[src/hw/ironhorse_pkg.sv]
// Iron Horse glue package holding bus widths, I/O region codes and shared constants
`default_nettype none

package ironhorse_pkg;

	// ==============================
	// Bus and field types
	// ==============================

	// Address bus of the main 6809 and of the sound Z80
	typedef logic [15:0] cpu_addr_t;
	// One data byte on either CPU bus
	typedef logic [7:0] cpu_data_t;
	// Three DIP switch banks, bank 1 in the low byte and bank 3 in the top byte
	typedef logic [23:0] dipsw_t;
	// Palette bank select, the upper colour PROM address bits
	typedef logic [2:0] pal_bank_t;
	// I/O sub-region taken from main address bits 10 to 8
	typedef logic [2:0] io_region_t;

	// ==============================
	// Main CPU I/O region map
	// ==============================

	localparam io_region_t IO_SOUNDLATCH = 3'd0;
	localparam io_region_t IO_DIP3_SIRQ = 3'd1;
	localparam io_region_t IO_DIP2_PAL = 3'd2;
	localparam io_region_t IO_CTRL_DIP1 = 3'd3;

	// Unmapped reads float high on the real board
	localparam cpu_data_t OPEN_BUS = 8'hFF;

	// Divider counter and fractional divider widths
	localparam int DIV_W = 7;
	localparam int FRAC_W = 10;

endpackage

`default_nettype wire

[src/hw/clock_enables.sv]
// Clock enable generator with fixed dividers, 6809 E/Q phase strobes and sound enable select
`timescale 1ns/1ps
`default_nettype none

module clock_enables #(
	parameter int unsigned FRAC_N = 50,
	parameter int unsigned FRAC_M = 786
) (
	input  logic clk_49m,
	input  logic sirq_clr,
	input  logic underclock_i,
	output logic cen_3m_o,
	output logic cen_e_o,
	output logic cen_q_o,
	output logic cen_sound_o
);

	// ==============================
	// Fixed divider
	// ==============================

	// Free-running divider of the 49.152 MHz master clock
	logic [ironhorse_pkg::DIV_W-1:0] div;
	logic cen_6m;
	logic cen_frac;

	always_ff @(posedge clk_49m or posedge sirq_clr) begin
		if (sirq_clr) begin
			div <= '0;
		end else begin
			div <= div + 1'b1;
		end
	end

	// 6.144 MHz enable, one cycle in eight
	assign cen_6m = (div[2:0] == 3'd0);
	// 3.072 MHz enable, one cycle in sixteen
	assign cen_3m_o = (div[3:0] == 4'd0);

	// ==============================
	// 6809E phase sequencer
	// ==============================

	// Four 6 MHz steps make one CPU cycle, Q leads E by a quarter cycle
	logic [1:0] clk_phase;

	always_ff @(posedge clk_49m or posedge sirq_clr) begin
		if (sirq_clr) begin
			clk_phase <= 2'd0;
			cen_q_o <= 1'b0;
			cen_e_o <= 1'b0;
		end else begin
			// Strobes are single cycle and land one clock after the 6 MHz enable
			cen_q_o <= cen_6m && (clk_phase == 2'd1);
			cen_e_o <= cen_6m && (clk_phase == 2'd2);
			if (cen_6m) begin
				clk_phase <= clk_phase + 2'd1;
			end
		end
	end

	// Fractional 3.072 MHz for the sound side when the board runs underclocked
	frac_cen #(
		.FRAC_N(FRAC_N),
		.FRAC_M(FRAC_M)
	) u_frac_cen (
		.clk_49m (clk_49m),
		.sirq_clr(sirq_clr),
		.cen_o   (cen_frac)
	);

	assign cen_sound_o = underclock_i ? cen_frac : cen_3m_o;

endmodule

`default_nettype wire

[src/hw/frac_cen.sv]
// Fractional clock enable giving FRAC_N one-cycle pulses in every FRAC_M clocks
`timescale 1ns/1ps
`default_nettype none

module frac_cen #(
	parameter int unsigned FRAC_N = 50,
	parameter int unsigned FRAC_M = 786
) (
	input  logic clk_49m,
	input  logic sirq_clr,
	output logic cen_o
);

	localparam int W = ironhorse_pkg::FRAC_W;

	// Step and modulus carry one extra bit so the sum never wraps
	localparam logic [W:0] INC = FRAC_N[W:0];
	localparam logic [W:0] MOD = FRAC_M[W:0];

	// Accumulator stays below M, it holds the phase error of the pulse train
	logic [W-1:0] acc;
	logic [W:0]   acc_sum;
	logic [W:0]   acc_wrap;

	// Next value if no pulse is issued this cycle
	assign acc_sum = {1'b0, acc} + INC;
	// Next value after taking M back out
	assign acc_wrap = acc_sum - MOD;

	// A pulse is due whenever the running sum crosses M
	// Comparing the current state keeps the count exact from the first cycle out of reset
	assign cen_o = (acc_sum >= MOD);

	always_ff @(posedge clk_49m or posedge sirq_clr) begin
		if (sirq_clr) begin
			acc <= '0;
		end else if (cen_o) begin
			acc <= acc_wrap[W-1:0];
		end else begin
			acc <= acc_sum[W-1:0];
		end
	end

	// Average rate is N/M of the clock exactly, so pitch holds when underclocked

endmodule

`default_nettype wire

[src/hw/ironhorse_glue.sv]
// Iron Horse glue top level joining clock enables, main I/O decode and the sound CPU port
`timescale 1ns/1ps
`default_nettype none

module ironhorse_glue #(
	// 50 pulses per 786 clocks gives 3.072 MHz from the underclocked master
	parameter int unsigned FRAC_N = 50,
	parameter int unsigned FRAC_M = 786
) (
	input  logic                     clk_49m,
	input  logic                     sirq_clr,
	input  logic                     underclock_i,
	// Main 6809 bus
	input  ironhorse_pkg::cpu_addr_t main_addr_i,
	input  logic                     main_rw_i,
	input  logic                     main_ioc_n_i,
	input  ironhorse_pkg::cpu_data_t main_wdata_i,
	// Sound Z80 bus
	input  ironhorse_pkg::cpu_addr_t snd_addr_i,
	input  logic                     snd_mreq_n_i,
	input  logic                     snd_rfsh_n_i,
	input  logic                     snd_rd_n_i,
	input  logic                     snd_m1_n_i,
	input  logic                     snd_iorq_n_i,
	// Switches and player controls
	input  ironhorse_pkg::dipsw_t    dipsw_i,
	input  logic [1:0]               coin_i,
	input  logic [1:0]               btn_start_i,
	input  logic                     btn_service_i,
	input  logic [3:0]               p1_joystick_i,
	input  logic [3:0]               p2_joystick_i,
	input  logic [2:0]               p1_buttons_i,
	input  logic [2:0]               p2_buttons_i,
	output ironhorse_pkg::cpu_data_t main_rdata_o,
	output ironhorse_pkg::pal_bank_t pal_bank_o,
	output ironhorse_pkg::cpu_data_t snd_rdata_o,
	output logic                     snd_int_n_o,
	output logic                     cen_e_o,
	output logic                     cen_q_o,
	output logic                     cen_sound_o
);

	logic                     cen_3m;
	ironhorse_pkg::cpu_data_t sound_cmd;
	logic                     sound_irq_req;

	clock_enables #(
		.FRAC_N(FRAC_N),
		.FRAC_M(FRAC_M)
	) u_clock_enables (
		.clk_49m     (clk_49m),
		.sirq_clr    (sirq_clr),
		.underclock_i(underclock_i),
		.cen_3m_o    (cen_3m),
		.cen_e_o     (cen_e_o),
		.cen_q_o     (cen_q_o),
		.cen_sound_o (cen_sound_o)
	);

	main_io_decode u_main_io_decode (
		.clk_49m        (clk_49m),
		.sirq_clr       (sirq_clr),
		.cen_3m_i       (cen_3m),
		.main_addr_i    (main_addr_i),
		.main_rw_i      (main_rw_i),
		.main_ioc_n_i   (main_ioc_n_i),
		.main_wdata_i   (main_wdata_i),
		.dipsw_i        (dipsw_i),
		.coin_i         (coin_i),
		.btn_start_i    (btn_start_i),
		.btn_service_i  (btn_service_i),
		.p1_joystick_i  (p1_joystick_i),
		.p2_joystick_i  (p2_joystick_i),
		.p1_buttons_i   (p1_buttons_i),
		.p2_buttons_i   (p2_buttons_i),
		.main_rdata_o   (main_rdata_o),
		.pal_bank_o     (pal_bank_o),
		.sound_cmd_o    (sound_cmd),
		.sound_irq_req_o(sound_irq_req)
	);

	// Sound side runs on the selected sound enable, the same one the YM2203 used
	sound_cpu_port u_sound_cpu_port (
		.clk_49m        (clk_49m),
		.sirq_clr       (sirq_clr),
		.cen_sound_i    (cen_sound_o),
		.snd_addr_i     (snd_addr_i),
		.snd_mreq_n_i   (snd_mreq_n_i),
		.snd_rfsh_n_i   (snd_rfsh_n_i),
		.snd_rd_n_i     (snd_rd_n_i),
		.snd_m1_n_i     (snd_m1_n_i),
		.snd_iorq_n_i   (snd_iorq_n_i),
		.sound_cmd_i    (sound_cmd),
		.sound_irq_req_i(sound_irq_req),
		.snd_rdata_o    (snd_rdata_o),
		.snd_int_n_o    (snd_int_n_o)
	);

endmodule

`default_nettype wire

[src/hw/main_io_decode.sv]
// Main CPU I/O decode with DIP and control read mux, palette latch, sound latch and IRQ trigger
`timescale 1ns/1ps
`default_nettype none

module main_io_decode (
	input  logic                     clk_49m,
	input  logic                     sirq_clr,
	input  logic                     cen_3m_i,
	input  ironhorse_pkg::cpu_addr_t main_addr_i,
	input  logic                     main_rw_i,
	input  logic                     main_ioc_n_i,
	input  ironhorse_pkg::cpu_data_t main_wdata_i,
	input  ironhorse_pkg::dipsw_t    dipsw_i,
	input  logic [1:0]               coin_i,
	input  logic [1:0]               btn_start_i,
	input  logic                     btn_service_i,
	input  logic [3:0]               p1_joystick_i,
	input  logic [3:0]               p2_joystick_i,
	input  logic [2:0]               p1_buttons_i,
	input  logic [2:0]               p2_buttons_i,
	output ironhorse_pkg::cpu_data_t main_rdata_o,
	output ironhorse_pkg::pal_bank_t pal_bank_o,
	output ironhorse_pkg::cpu_data_t sound_cmd_o,
	output logic                     sound_irq_req_o
);

	// ==============================
	// Region decode
	// ==============================

	ironhorse_pkg::io_region_t region;
	ironhorse_pkg::cpu_data_t  ctrl_dip1;
	logic io_rd;
	logic io_wr;

	// The video chip pulls IOC low for the whole I/O window
	assign region = main_addr_i[10:8];
	assign io_rd = ~main_ioc_n_i & main_rw_i;
	assign io_wr = ~main_ioc_n_i & ~main_rw_i;

	// Player inputs and DIP bank 1 share region 3, picked by the two low address bits
	always_comb begin
		case (main_addr_i[1:0])
			2'd0: ctrl_dip1 = dipsw_i[7:0];
			// P1 button 3 rides along with the player 2 port
			2'd1: ctrl_dip1 = {1'b1, p1_buttons_i[2], p2_buttons_i[1:0], p2_joystick_i};
			// And P2 button 3 rides along with the player 1 port
			2'd2: ctrl_dip1 = {1'b1, p2_buttons_i[2], p1_buttons_i[1:0], p1_joystick_i};
			default: ctrl_dip1 = {3'b111, btn_start_i, btn_service_i, coin_i};
		endcase
	end

	// ==============================
	// Read mux
	// ==============================

	// ROM and video reads are not modelled here so they fall through to open bus
	always_comb begin
		main_rdata_o = ironhorse_pkg::OPEN_BUS;
		if (io_rd) begin
			case (region)
				// Bank 3 is only four switches wide, the top nibble floats high
				ironhorse_pkg::IO_DIP3_SIRQ: main_rdata_o = {4'hF, dipsw_i[19:16]};
				ironhorse_pkg::IO_DIP2_PAL:  main_rdata_o = dipsw_i[15:8];
				ironhorse_pkg::IO_CTRL_DIP1: main_rdata_o = ctrl_dip1;
				default:                     main_rdata_o = ironhorse_pkg::OPEN_BUS;
			endcase
		end
	end

	// ==============================
	// Write latches
	// ==============================

	// All writes are sampled on the 3 MHz enable, as on the board
	// A CPU write held for a full E cycle is therefore always seen once
	always_ff @(posedge clk_49m or posedge sirq_clr) begin
		if (sirq_clr) begin
			sound_cmd_o <= '0;
			pal_bank_o <= '0;
			sound_irq_req_o <= 1'b0;
		end else if (cen_3m_i) begin
			// Trigger is a level that follows the write, it drops at the next enable
			sound_irq_req_o <= io_wr && (region == ironhorse_pkg::IO_DIP3_SIRQ);
			if (io_wr && (region == ironhorse_pkg::IO_SOUNDLATCH)) begin
				sound_cmd_o <= main_wdata_i;
			end
			// Only three palette bank bits are wired to the colour PROMs
			if (io_wr && (region == ironhorse_pkg::IO_DIP2_PAL)) begin
				pal_bank_o <= main_wdata_i[2:0];
			end
		end
	end

endmodule

`default_nettype wire

[src/hw/sound_cpu_port.sv]
// Sound CPU side port returning the command latch and holding the sound interrupt flag
`timescale 1ns/1ps
`default_nettype none

module sound_cpu_port (
	input  logic                     clk_49m,
	input  logic                     sirq_clr,
	input  logic                     cen_sound_i,
	input  ironhorse_pkg::cpu_addr_t snd_addr_i,
	input  logic                     snd_mreq_n_i,
	input  logic                     snd_rfsh_n_i,
	input  logic                     snd_rd_n_i,
	input  logic                     snd_m1_n_i,
	input  logic                     snd_iorq_n_i,
	input  ironhorse_pkg::cpu_data_t sound_cmd_i,
	input  logic                     sound_irq_req_i,
	output ironhorse_pkg::cpu_data_t snd_rdata_o,
	output logic                     snd_int_n_o
);

	// ==============================
	// Command latch read
	// ==============================

	// Latch sits in the 0x8000 to 0xBFFF page of the Z80 map
	localparam logic [1:0] CMD_PAGE = 2'b10;

	logic mem_cycle;
	logic cmd_rd;
	logic int_ack;

	// Refresh cycles also assert MREQ, so they are masked out
	assign mem_cycle = snd_rfsh_n_i & ~snd_mreq_n_i;
	assign cmd_rd = mem_cycle & ~snd_rd_n_i & (snd_addr_i[15:14] == CMD_PAGE);

	assign snd_rdata_o = cmd_rd ? sound_cmd_i : ironhorse_pkg::OPEN_BUS;

	// ==============================
	// Interrupt flag
	// ==============================

	// Z80 acknowledges a maskable interrupt with M1 and IORQ low together
	assign int_ack = ~snd_m1_n_i & ~snd_iorq_n_i;

	// Flag is set on the sound enable, so the Z80 sees it on its own clock
	// acknowledge wins if both land on the same edge
	always_ff @(posedge clk_49m or posedge sirq_clr) begin
		if (sirq_clr) begin
			snd_int_n_o <= 1'b1;
		end else if (int_ack) begin
			snd_int_n_o <= 1'b1;
		end else if (cen_sound_i && sound_irq_req_i) begin
			snd_int_n_o <= 1'b0;
		end
	end

endmodule

`default_nettype wire

[config.mk]
export PLATFORM = sky130hd
export DESIGN_NAME = ironhorse_glue
export DESIGN_NICKNAME = d
export VERILOG_FILES = /design/src/hw/ironhorse_pkg.sv /design/src/hw/clock_enables.sv /design/src/hw/frac_cen.sv /design/src/hw/ironhorse_glue.sv /design/src/hw/main_io_decode.sv /design/src/hw/sound_cpu_port.sv
export SDC_FILE = /design/constraint.sdc
export NUM_CORES = 1
export LEC_CHECK = 0
export ABC_AREA = 1
export BUFFER_PORTS_ARGS = -buffer_cell sky130_fd_sc_hd__buf_2
export CAP_MARGIN = 20
export CELL_PAD_IN_SITES_DETAIL_PLACEMENT = 0
export CELL_PAD_IN_SITES_GLOBAL_PLACEMENT = 2
export CORE_AREA = 3 3 100 102
export CTS_CLUSTER_DIAMETER = 200
export CTS_CLUSTER_SIZE = 14
export DETAILED_ROUTE_END_ITERATION = 12
export DIE_AREA = 0 0 103 105
export PLACE_DENSITY_LB_ADDON = 0.25
export SETUP_SLACK_MARGIN = 0.15
export SLEW_MARGIN = 5
export SYNTH_ARGS = -nofsm -noshare
export SYNTH_HDL_FRONTEND = slang
export SYNTH_SLANG_ARGS = --single-unit
[constraint.sdc]
create_clock -name clk_49m -period 2.44 [get_ports clk_49m]
set_input_delay 0.244 -clock clk_49m [delete_from_list [all_inputs] [get_ports clk_49m]]
set_output_delay 0.244 -clock clk_49m [all_outputs]
set_load 0.01 [all_outputs]
# After elaboration in Yosys (flattened, before gate mapping)
# Index checks and enable logic that the tools add are counted.
# W data, S select, Z words.
[op_classes] add_sub_neg=4 n_lt_le_gt_ge=1 eq_ne=8 mux=8 bitwise_logic=12 n_reduce_logical=13
[op_table] op="$pmux W8 S3" count=2
[op_table] op="$mux W8" count=2
[op_table] op="$add A10 B6 Y11 const B" count=1
[op_table] op="$ge A11 B10 Y1 const B" count=1
[op_table] op="$mux W10" count=1
[op_table] op="$sub A10 B10 Y10 const B" count=1
[op_table] op="$add A7 B1 Y7 const B" count=1
[op_table] op="$and A1 B1 Y1" count=6
[op_table] op="$eq A2 B2 Y1 const B" count=3
[op_table] op="$eq A3 B2 Y1 const B" count=2
[op_table] op="$logic_and A1 B1 Y1" count=6
[op_table] op="$logic_not A3 Y1" count=2
[op_table] op="$not A1 Y1" count=6
[op_table] op="$eq A2 B1 Y1 const B" count=2
[op_table] op="$logic_not A4 Y1" count=1
[op_table] op="$reduce_and A2 Y1" count=2
[op_table] op="$eq A3 B1 Y1 const B" count=1
[op_table] op="$mux W1" count=3
[op_table] op="$add A2 B1 Y2 const B" count=1
[op_table] op="$logic_not A2 Y1" count=1
[op_table] op="$reduce_bool A2 Y1" count=1
[totals] reg_bits=34 input_bits=93 out_inout_bits=23 elab_cells=55

# Logic depth before layout (Yosys ltp)
# Gate-level depths: netlist of the first run.
[logic_depth] depth_word=6 ltp_mapped=14

# By module
# From an unflattened synthesis of the first run, not the netlist that was laid out.
[unflattened] cells_unflattened=339 hier_area_um2=2393.5
[modules_own_cells] mod="main_io_decode" instances=1 cells_per_inst=164 area_per_inst_um2=1037.2
[modules_own_cells] mod="frac_cen" instances=1 cells_per_inst=105 area_per_inst_um2=837.1
[modules_own_cells] mod="clock_enables" instances=1 cells_per_inst=44 area_per_inst_um2=382.9
[modules_own_cells] mod="sound_cpu_port" instances=1 cells_per_inst=26 area_per_inst_um2=136.4

# Worst setup path after synthesis of the first run
# Ideal clock, no wire load.
[synth_path] path_kind="reg-to-reg" startpoint="register u_clock_enables.div[0] in the netlist's numbering" endpoint="register u_main_io_decode.sound_cmd_o[0]" setup_ns=0.117 t_arrival_ns=1.731 path_slack_ns=0.592 path_stages_with_launch=13 synth_period_minus_slack_ns=1.848 cell_sequence="dfrtp_1 -> inv_1 -> ha_1 -> inv_1 -> nor2_2 -> inv_2 -> nor2_4 -> nand2_2 -> or4_4 -> buf_6 -> buf_12 -> nand2_1 -> o21ai_2"
[synth_via] elab_chain_cells=2
[synth_rtl] element="start, declared" line="clock_enables.sv:23" source="logic [ironhorse_pkg::DIV_W-1:0] div;"
[synth_rtl] element="start signal, assigned" line="clock_enables.sv:31" source="div <= div + 1'b1;"
[synth_rtl] element="$logic_not A4 Y1" line="clock_enables.sv:38" source="assign cen_3m_o = (div[3:0] == 4'd0);"
[synth_rtl] element="$reduce_and A2 Y1 (no source line)"
[synth_rtl] element="end signal, assigned" line="main_io_decode.sv:86" source="sound_cmd_o <= main_wdata_i;"
[synth_rtl] element="end, declared" line="main_io_decode.sv:23" source="output ironhorse_pkg::cpu_data_t sound_cmd_o,"
# Every way passes these cells.
# A chain may end at the register's enable or synchronous reset.

# Worst setup path after layout of the first run
[layout_path] startpoint="register u_clock_enables.u_frac_cen.acc[2]" endpoint="output cen_sound_o"
[layout_via] elab_chain_cells=3
[layout_rtl] element="start, declared" line="frac_cen.sv:21" source="logic [W-1:0] acc;"
[layout_rtl] element="start signal, assigned" line="frac_cen.sv:38" source="acc <= acc_wrap[W-1:0];"
[layout_rtl] element="start signal, assigned" line="frac_cen.sv:40" source="acc <= acc_sum[W-1:0];"
[layout_rtl] element="$add A10 B6 Y11" line="frac_cen.sv:26" source="assign acc_sum = {1'b0, acc} + INC;"
[layout_rtl] element="$ge A11 B10 Y1" line="frac_cen.sv:32" source="assign cen_o = (acc_sum >= MOD);"
[layout_rtl] element="$mux W1" line="clock_enables.sv:72" source="assign cen_sound_o = underclock_i ? cen_frac : cen_3m_o;"
[layout_rtl] element="end, declared" line="ironhorse_glue.sv:40" source="output logic cen_sound_o"
# Every way passes these cells.

==> results of run 1 <==
-- kinds of logic (layout without fill, tap and decap cells) --
group	count (synthesis)	count (layout)
simple gates	127	127
buf+inv	46	150
compound gates	42	42
flops	30	30
fa+ha+maj	10	10
xor+xnor	9	9
-- flip-flops by register name (all words and copies together) (netlist names) --
| name | count |
|---|---|
| u_main_io_decode.sound_cmd_o | 8 |
| u_clock_enables.cen_q_o | 1 |
| u_clock_enables.clk_phase | 2 |
| u_clock_enables.u_frac_cen.acc | 9 |
| u_clock_enables.cen_e_o | 1 |
| u_clock_enables.div | 4 |
| u_main_io_decode.sound_irq_req_o | 1 |
| u_main_io_decode.pal_bank_o | 3 |
| u_sound_cpu_port.snd_int_n_o | 1 |
-- layer usage --
layer	track usage, %	routed length [um]
met2	16.68	2520
met4	3.330	73
met3	2.937	435
met1	13.66	2469
met5	0	0
-- tightest hold or removal path, stage by stage --
cell and delay, ns:
buf_2 0.07, or2_2 0.09, nand2_1 0.04
-- synth_stat cells (2+ instances only) --
| library cell | count | share of area, % |
|---|---|---|
| a21oi_1 | 12 | 3.0 |
| a21oi_2 | 5 | 2.2 |
| a221o_1 | 3 | 1.5 |
| a31oi_1 | 4 | 1.2 |
| dfrtp_1 | 29 | 36 |
| ha_1 | 10 | 6.2 |
| inv_1 | 41 | 7.7 |
| inv_2 | 2 | 0.37 |
| nand2_1 | 74 | 14 |
| nand2_2 | 6 | 1.9 |
| nand3_1 | 11 | 2.7 |
| nand4_1 | 5 | 1.6 |
| nor2_1 | 17 | 3.2 |
| nor2_2 | 3 | 0.94 |
| nor2_4 | 2 | 1.1 |
| o21ai_0 | 12 | 3.0 |
| o21ai_2 | 3 | 1.3 |
| or2_2 | 2 | 0.62 |
| xor2_1 | 8 | 3.5 |
-- power groups by stage --
stage	clock, uW	combinational [uW]	sequential (uW)
after floorplan	0	62.0	518
after global placement	0	145	517
after detailed placement	0	143	517
after CTS	429	146	508
after global routing	455	164	509
final	406	143	508
-- repair_timing --
item,4_1_cts,5_1_grt
gates cloned,0,0
buffers inserted,5,3
endpoints found under the setup margin,1,1
gates resized for setup,5,13
pin swaps,1,9
endpoints found under the hold margin,11,0
hold buffers,1,0
-- metrics by stage --
| stage | total power [uW] | hold WS (ns) | utilization (%) |
|---|---|---|---|
| floorplan | 579.9 | 0.3341 | - |
| global placement | 662.3 | 0.2928 | 27.93 |
| detailed placement | 660.7 | 0.2899 | 27.93 |
| CTS | 1083 | 0.1741 | 29.56 |
| global route | 1127 | 0.1730 | 30.45 |
| finish | 1057 | 0.1792 | 30.45 |
-- final cells by class --
| cell class | instances | area [um^2] |
|---|---|---|
| Tap cell | 111 | 138.9 |
| Sequential cell | 30 | 753.2 |
| Timing Repair Buffer | 99 | 536.8 |
| Clock inverter | 1 | 5.005 |
| Fill cell | 1030 | 6396 |
| Multi-Input combinational cell | 188 | 1119 |
| Inverter | 43 | 161.4 |
| Clock buffer | 7 | 86.33 |
-- worst paths after layout --
path | startpoint | endpoint | cells after the start
setup / recovery | u_clock_enables.u_frac_cen.acc[2] | cen_sound_o | 12
hold / removal | snd_m1_n_i | u_sound_cpu_port.snd_int_n_o | 3
setup reg to reg | u_clock_enables.u_frac_cen.acc[2] | u_clock_enables.u_frac_cen.acc[7] | 14
hold reg to reg | u_sound_cpu_port.snd_int_n_o | u_sound_cpu_port.snd_int_n_o | 2
max in group asynchronous | sirq_clr | u_sound_cpu_port.snd_int_n_o | 4
min in group asynchronous | sirq_clr | u_main_io_decode.sound_cmd_o[4] | 3
==> flow_summary.json, run 1 <==
{
  "grt_overflow": 0,
  "grtUsageTotal_pct": 10.51,
  "clk_latency_ns": 0.27,
  "synth_seq_area_share_pct": 37.52,
  "rsz0062_at_grt": "true",
  "viasPerCell": 4.148,
  "antenna_found_initial": 0,
  "ios": 116,
  "drt-pass1-iter-count": 4,
  "fmax_mhz": 461.3,
  "synth_edf_count": 0,
  "fin_setup_tns_ns": 0,
  "synth_ff_type": "dfrtp_1",
  "synth_top_family_by_area": "simple AND/OR/NAND/NOR gates",
  "gp_congestion": 0.7127,
  "stdcell_count": 479,
  "final_common_cell": "buf_2",
  "postSynthCellCount": 264,
  "drt_iter0_drc": 68,
  "slew_headroom_pct": 68.89,
  "cp_top_family": "simple AND/OR/NAND/NOR gates",
  "end_kind": "primary output",
  "design_area_um2": 2800,
  "synth_fa_ha_area_share_pct": 6.242,
  "worstMarginPinSlew_ns": 0.4662,
  "dieWidth_um": 103,
  "cts_buffers": 5,
  "place_area_um2": 2569,
  "setup_slack_ns": 0.2722,
  "pwr-share-clk_pct": 38.4,
  "num_antenna_cells": 0,
  "cp.arrival_ns": 1.92,
  "comb_power_share_pct": 13.6,
  "core_um2": 9196,
  "start_util_pct": 21.80,
  "die_h_um": 105,
  "num_rows": 35,
  "ir_worst_vdd_v": 0.0002052,
  "hp-class": "primary input to register",
  "synthDistinctLibCells": 34,
  "path_clk_slew_ns": 0.06,
  "avgRoutedWirePerCell_um": 11.48,
  "slowest_stage": "dfrtp_1",
  "crit_top_cell": "nand2_1",
  "synthSimpleGateAreaFrac_pct": 29.15,
  "setup_viol": 0,
  "drv_slew": 0,
  "placed_cells": 462,
  "final_hold_viol_count": 0,
  "status": "completed",
  "maxCapViolCount": 0,
  "skew_ns": 0.003343,
  "port_buffers": 86,
  "cpPeakStageDelay_ns": 0.41,
  "syn_area_um2": 2004,
  "synth-async-reset-ratio_pct": 100.0,
  "cts_max_path_buffers": 2,
  "ctsHtreeMaxLevel": 2,
  "period_share_pct": 88.84,
  "layout_common_cells": "buf_2, nand2_1, inv_1",
  "synth-xor-area-share_pct": 3.933,
  "grt_start_max_net_pins": 20,
  "synth_mux_area_share_pct": 0,
  "worstSetupPathType": "register to primary output",
  "dieArea_um2": 10820,
  "syn-num-nets": 367,
  "yosys_register_bits": 30,
  "switching_share_pct": 24.14,
  "grt_pass1_vias": 1932,
  "p_per_area_nw_per_um2": 377.5,
  "crit_buf_inv": 2,
  "drc_errors": 0,
  "grt_pass1_wl_um": 9121,
  "wirelength_um": 5498,
  "fin_nets": 470,
  "dpl.hpwl_um": 4398,
  "worstPathMaxFanout": 4,
  "cts_tree": "built",
  "num_vias": 1987,
  "regToRegSetupSlack_ns": 0.48,
  "synth_compound_area_share_pct": 13.36,
  "yosysWarningCount": 0,
  "syn_area_per_cell_um2": 7.593,
  "internal_power_uw": 802.0,
  "cellLeakagePower_uw": 0.001379,
  "period_minus_slack_ns": 2.168,
  "dp_slack_ns": 0.3131,
  "ant_nets": 0,
  "crit_chain": "ha_4, nand2_4, buf_4, nand2_1, nand2_1, nor2_1, nand2_1, nor2_1, nand2_1, nand4_1, and2_4, buf_6",
  "cts_sinks": 30,
  "drive_above_1_share_pct": 39.13,
  "p_sw_uw": 255.2,
  "start_kind": "register",
  "seqPwrFrac_pct": 48.1,
  "syn_to_final_growth_pct": 39.70,
  "cp_data_required_time_ns": 2.20,
  "clockRootBuffer": "clkbuf_8"
}
Note: power is estimated with default switching activity, not from simulation.
==> run 2, diff against run 1 <==
Settings changed: RECOVER_POWER from default to 100.
==> flow_summary.json, run 2 (same netlist as run 1, synthesis figures left out) <==
{
  "dieArea_um2": 10820,
  "ios": 116,
  "fmax_mhz": 452.6,
  "start_util_pct": 21.80,
  "worstSetupPathType": "register to primary output",
  "dpl.hpwl_um": 4398,
  "start_kind": "register",
  "utilization_pct": 29.58,
  "drt-pass1-iter-count": 4,
  "num_rows": 35,
  "top_regs": "u_clock_enables.u_frac_cen.acc: 9 flops, u_main_io_decode.sound_cmd_o: 8 flops, u_clock_enables.div: 4 flops",
  "largest_reg_flops": 9,
  "worstPathMaxFanout": 4,
  "top_register": "u_clock_enables.u_frac_cen.acc",
  "port_buffers": 86,
  "hp-class": "primary input to register",
  "dp_slack_ns": 0.3131,
  "dieWidth_um": 103,
  "drive_above_1_share_pct": 30.71,
  "final_common_cell": "nand2_1",
  "grt_pass1_wl_um": 9121,
  "clockRootBuffer": "clkbuf_8",
  "cts_buffers": 5,
  "cts_max_path_buffers": 2,
  "grtUsageTotal_pct": 10.51,
  "layout_common_cells": "nand2_1, buf_2, inv_1",
  "grt_start_max_net_pins": 20,
  "viasPerCell": 4.138,
  "maxCapViolCount": 0,
  "grt_pass1_vias": 1932,
  "status": "completed",
  "cts_sinks": 30,
  "ctsHtreeMaxLevel": 2,
  "end_kind": "primary output",
  "switching_share_pct": 24.11,
  "slew_headroom_pct": 30.64,
  "antenna_found_initial": 0,
  "wirelength_um": 5517,
  "worstMarginPinSlew_ns": 1.040,
  "nFillCells": 1050,
  "syn_to_final_growth_pct": 35.71,
  "min_path_cells": 3,
  "period_minus_slack_ns": 2.209,
  "p_per_area_nw_per_um2": 386.9,
  "setup_slack_ns": 0.2305,
  "comb_power_share_pct": 13.2,
  "power_uw": 1052,
  "grt_overflow": 0,
  "path_clk_slew_ns": 0.06,
  "drv_slew": 0,
  "avgRoutedWirePerCell_um": 11.52,
  "cts_tree": "built",
  "drc_errors": 0,
  "drt_iter0_drc": 63,
  "fin_setup_tns_ns": 0,
  "seqPwrFrac_pct": 48.3,
  "core_um2": 9196,
  "ant_nets": 0,
  "ir_worst_vdd_v": 0.0002055,
  "rsz0062_at_grt": "true",
  "internal_power_uw": 798.6,
  "period_share_pct": 90.55,
  "num_vias": 1982,
  "gp_congestion": 0.7127,
  "cp.arrival_ns": 1.97,
  "p_sw_uw": 253.7,
  "pwr-share-clk_pct": 38.5,
  "skew_ns": 0.002728,
  "setup_viol": 0,
  "clk_latency_ns": 0.27,
  "cellLeakagePower_uw": 0.001319,
  "die_h_um": 105,
  "num_antenna_cells": 0,
  "fin_nets": 470,
  "cp_data_required_time_ns": 2.20,
  "regToRegSetupSlack_ns": 0.26,
  "r2r_cells": 14,
  "final_hold_viol_count": 0
}
[run 2: cell types whose count changed in the layout (fill, tap and decap cells not counted), moves of 2 or more]
cell | previous run | this run
o21ai_0 | 12 | 15
nor2_1 | 16 | 18
buf_4 | 12 | 8
clkbuf_1 | 1 | 24
buf_2 | 85 | 64
clkbuf_4 | 0 | 2
o21ai_2 | 3 | 0
[run 2: timing repair]
item	4_1_cts	5_1_grt
setup endpoints to repair	1	1
endpoints found under the hold margin	11	0
hold buffers	1	0
pin swaps	1	9
buffers inserted	5	3
resized for setup	5	13
[run 2: worst paths after layout]
path,from,end
worst min register to register,u_sound_cpu_port.snd_int_n_o,u_sound_cpu_port.snd_int_n_o
max in group asynchronous,sirq_clr,u_clock_enables.u_frac_cen.acc[1]
worst max-delay path,u_clock_enables.u_frac_cen.acc[2],cen_sound_o
min in group asynchronous,sirq_clr,u_main_io_decode.sound_cmd_o[4]
worst max register to register,u_clock_enables.u_frac_cen.acc[2],u_clock_enables.u_frac_cen.acc[7]
worst min-delay path,snd_m1_n_i,u_sound_cpu_port.snd_int_n_o
[run 2: power by group through the flow]
stage | sequential, uW | clock [uW] | combinational, uW
final | 508 | 405 | 139
after global routing | 509 | 455 | 160
after CTS | 508 | 429 | 146
after detailed placement | 517 | 0 | 143
after global placement | 517 | 0 | 145
after floorplan | 518 | 0 | 62.0
[run 2: routing by layer]
metal | global-route usage, % | wire [um] | vias up | part of all wire (%)
met4 | 3.330 | 73 | 0 | 1.3
met3 | 2.937 | 459 | 5 | 8.3
met5 | 0 | 0 | - | 0
met2 | 16.68 | 2498 | 75 | 45
met1 | 13.66 | 2485 | 859 | 45
li1 | - | - | 1043 | -
[run 2: final cells by class]
type                    instances  area [um^2]  share of cell area, %
flip-flops and latches         30        753.2                  27.69
clock inverters                 1        5.005                 0.1840
well taps                     111        138.9                  5.106
clock buffers                   7        86.33                  3.174
repair buffers                 99        503.0                  18.49
multi-input cells             188         1072                  39.42
inverters                      43        161.4                  5.934
[run 2: worst max-delay path: stages (launching register included)]
cell and delay (ns):
dfrtp_1 0.40, ha_1 0.24, nand2_4 0.11, nand2_2 0.05, nand2_2 0.05, nand2_2 0.06
inv_2 0.08, nand2_4 0.05, nor2_4 0.11, nand2_2 0.07, nand2_2 0.06, nand4_1 0.10
and2_4 0.18, buf_6 0.11
[run 2: metrics by stage]
stage               area, um^2  hold slack [ns]  cells
detailed placement        2569           0.2899    462
floorplan                 2004           0.3341    264
CTS                       2719           0.1741    476
global placement          2569           0.2928    462
finish                    2720           0.1784    479
global route              2720           0.1730    479
==> run 3, diff against run 2 <==
Settings changed: MAX_ROUTING_LAYER from default to met4.
==> flow_summary.json, run 3 (same netlist as run 1, synthesis figures left out) <==
{
  "status": "completed",
  "grt_overflow": 0,
  "regToRegSetupSlack_ns": 0.26,
  "ios": 116,
  "grtUsageTotal_pct": 10.80,
  "comb_power_share_pct": 13.2,
  "power_uw": 1054,
  "grt_pass1_vias": 1938,
  "syn_to_final_growth_pct": 35.71,
  "r2r_cells": 14,
  "crit_top_cell": "nand2_2",
  "port_buffers": 86,
  "gp_congestion": 0.7209,
  "layout_common_cells": "nand2_1, buf_2, inv_1",
  "p_per_area_nw_per_um2": 387.6,
  "period_share_pct": 90.98,
  "hp-class": "primary input to register",
  "final_hold_viol_count": 0,
  "period_minus_slack_ns": 2.220,
  "rsz0062_at_grt": "true",
  "dieWidth_um": 103,
  "num_vias": 1983,
  "ctsHtreeMaxLevel": 2,
  "pwr-share-clk_pct": 38.6,
  "top_register": "u_clock_enables.u_frac_cen.acc",
  "setup_viol": 0,
  "p_sw_uw": 255.6,
  "wirelength_um": 5529,
  "end_kind": "primary output",
  "r2r_end": "u_clock_enables.u_frac_cen.acc[7]",
  "skew_ns": 0.002653,
  "fin_setup_tns_ns": 0,
  "crit_buf_inv": 2,
  "dpl.hpwl_um": 4398,
  "num_rows": 35,
  "path_clk_slew_ns": 0.06,
  "drc_errors": 0,
  "switching_share_pct": 24.24,
  "cp_top_family": "simple AND/OR/NAND/NOR gates",
  "drt_iter0_drc": 69,
  "num_antenna_cells": 0,
  "r2r_start": "u_clock_enables.u_frac_cen.acc[2]",
  "worstSetupPathType": "register to primary output",
  "min-delay-start": "snd_m1_n_i",
  "core_um2": 9196,
  "clk_latency_ns": 0.28,
  "seqPwrFrac_pct": 48.2,
  "worstMarginPinSlew_ns": 1.040,
  "start_kind": "register",
  "viasPerCell": 4.140,
  "ant_nets": 0,
  "antenna_found_initial": 0,
  "nFillCells": 1050,
  "cts_max_path_buffers": 2,
  "cellLeakagePower_uw": 0.001319,
  "grt_pass1_wl_um": 9094,
  "fmax_mhz": 450.5,
  "crit_chain": "ha_1, nand2_4, nand2_2, nand2_2, nand2_2, inv_2, nand2_4, nor2_4, nand2_2, nand2_2, nand4_1, and2_4, buf_6",
  "final_common_cell": "nand2_1",
  "ir_worst_vdd_v": 0.0002054,
  "avgRoutedWirePerCell_um": 11.54,
  "cpPeakStageDelay_ns": 0.40,
  "drv_slew": 0,
  "min_path_cells": 3,
  "top_regs": "u_clock_enables.u_frac_cen.acc: 9 flops, u_main_io_decode.sound_cmd_o: 8 flops, u_clock_enables.div: 4 flops",
  "drt-pass1-iter-count": 4,
  "grt_start_max_net_pins": 20,
  "internal_power_uw": 798.6,
  "cp_data_required_time_ns": 2.20,
  "fin_nets": 470,
  "largest_reg_flops": 9,
  "clockRootBuffer": "clkbuf_8",
  "cp.arrival_ns": 1.98,
  "cts_buffers": 5,
  "start_util_pct": 21.80,
  "cts_tree": "built",
  "drive_above_1_share_pct": 30.71,
  "hold_end": "u_sound_cpu_port.snd_int_n_o",
  "maxCapViolCount": 0,
  "die_h_um": 105,
  "dieArea_um2": 10820,
  "cts_sinks": 30,
  "worstPathMaxFanout": 4,
  "slowest_stage": "dfrtp_1",
  "slew_headroom_pct": 30.67
}
run 3: cell counts in the layout (fill, tap and decap cells not counted):
Identical to the previous run, type by type.
run 3: final cells by class:
class                   count  area, um^2  area share [%]
clock buffers               7       86.33           3.174
clock inverters             1       5.005          0.1840
inverters                  43       161.4           5.934
multi-input cells         188        1072           39.42
flip-flops and latches     30       753.2           27.69
well taps                 111       138.9           5.106
repair buffers             99       503.0           18.49
run 3: what timing repair did:
action,4_1_cts,5_1_grt
endpoints found under the hold margin,11,0
setup endpoints to repair,1,1
setup buffers,5,3
hold buffers,1,0
pin swaps,1,9
gates cloned,0,0
gates resized for setup,5,13
run 3: worst max path at each step:
stage	start	slack, ns	depth (start not counted)	to
finish	u_clock_enables.u_frac_cen.acc[2]	0.22	13	cen_sound_o
global route	u_clock_enables.u_frac_cen.acc[2]	0.07	14	u_clock_enables.u_frac_cen.acc[7]
CTS	u_clock_enables.u_frac_cen.acc[2]	0.15	12	cen_sound_o
detailed placement	u_clock_enables.u_frac_cen.acc[1]	0.31	11	cen_sound_o
global placement	u_clock_enables.u_frac_cen.acc[1]	0.31	11	cen_sound_o
floorplan	u_clock_enables.div[0]	0.59	12	u_main_io_decode.sound_cmd_o[0]
run 3: power by group through the flow:
stage	Combinational (uW)	Sequential, uW	Clock (uW)
after floorplan	62.0	518	0
after global placement	145	517	0
after detailed placement	143	517	0
after CTS	146	508	429
after global routing	160	509	455
final	139	508	407
run 3: routing by layer:
metal  GRT usage, %  vias to the layer above  part of all wire (%)
met1          13.90                      861                    45
met5              -                        -                     0
met3          2.537                        5                   8.3
li1               -                     1042                     -
met2          16.68                       75                    46
met4          3.330                        0                   1.3
run 3: worst min-delay path, cell delays in order:
cell	delay, ns
buf_2	0.07
or2_2	0.09
nand2_1	0.04
run 3: metrics by stage:
stage | hold WS, ns | util, % | cells | instance area (um^2) | setup slack (ns)
floorplan | 0.3341 | - | 264 | 2004 | 0.5921
global placement | 0.2928 | 27.93 | 462 | 2569 | 0.3121
detailed placement | 0.2899 | 27.93 | 462 | 2569 | 0.3131
CTS | 0.1741 | 29.56 | 476 | 2719 | 0.1549
global route | 0.1730 | 29.58 | 479 | 2720 | 0.06633
finish | 0.1761 | 29.58 | 479 | 2720 | 0.2200
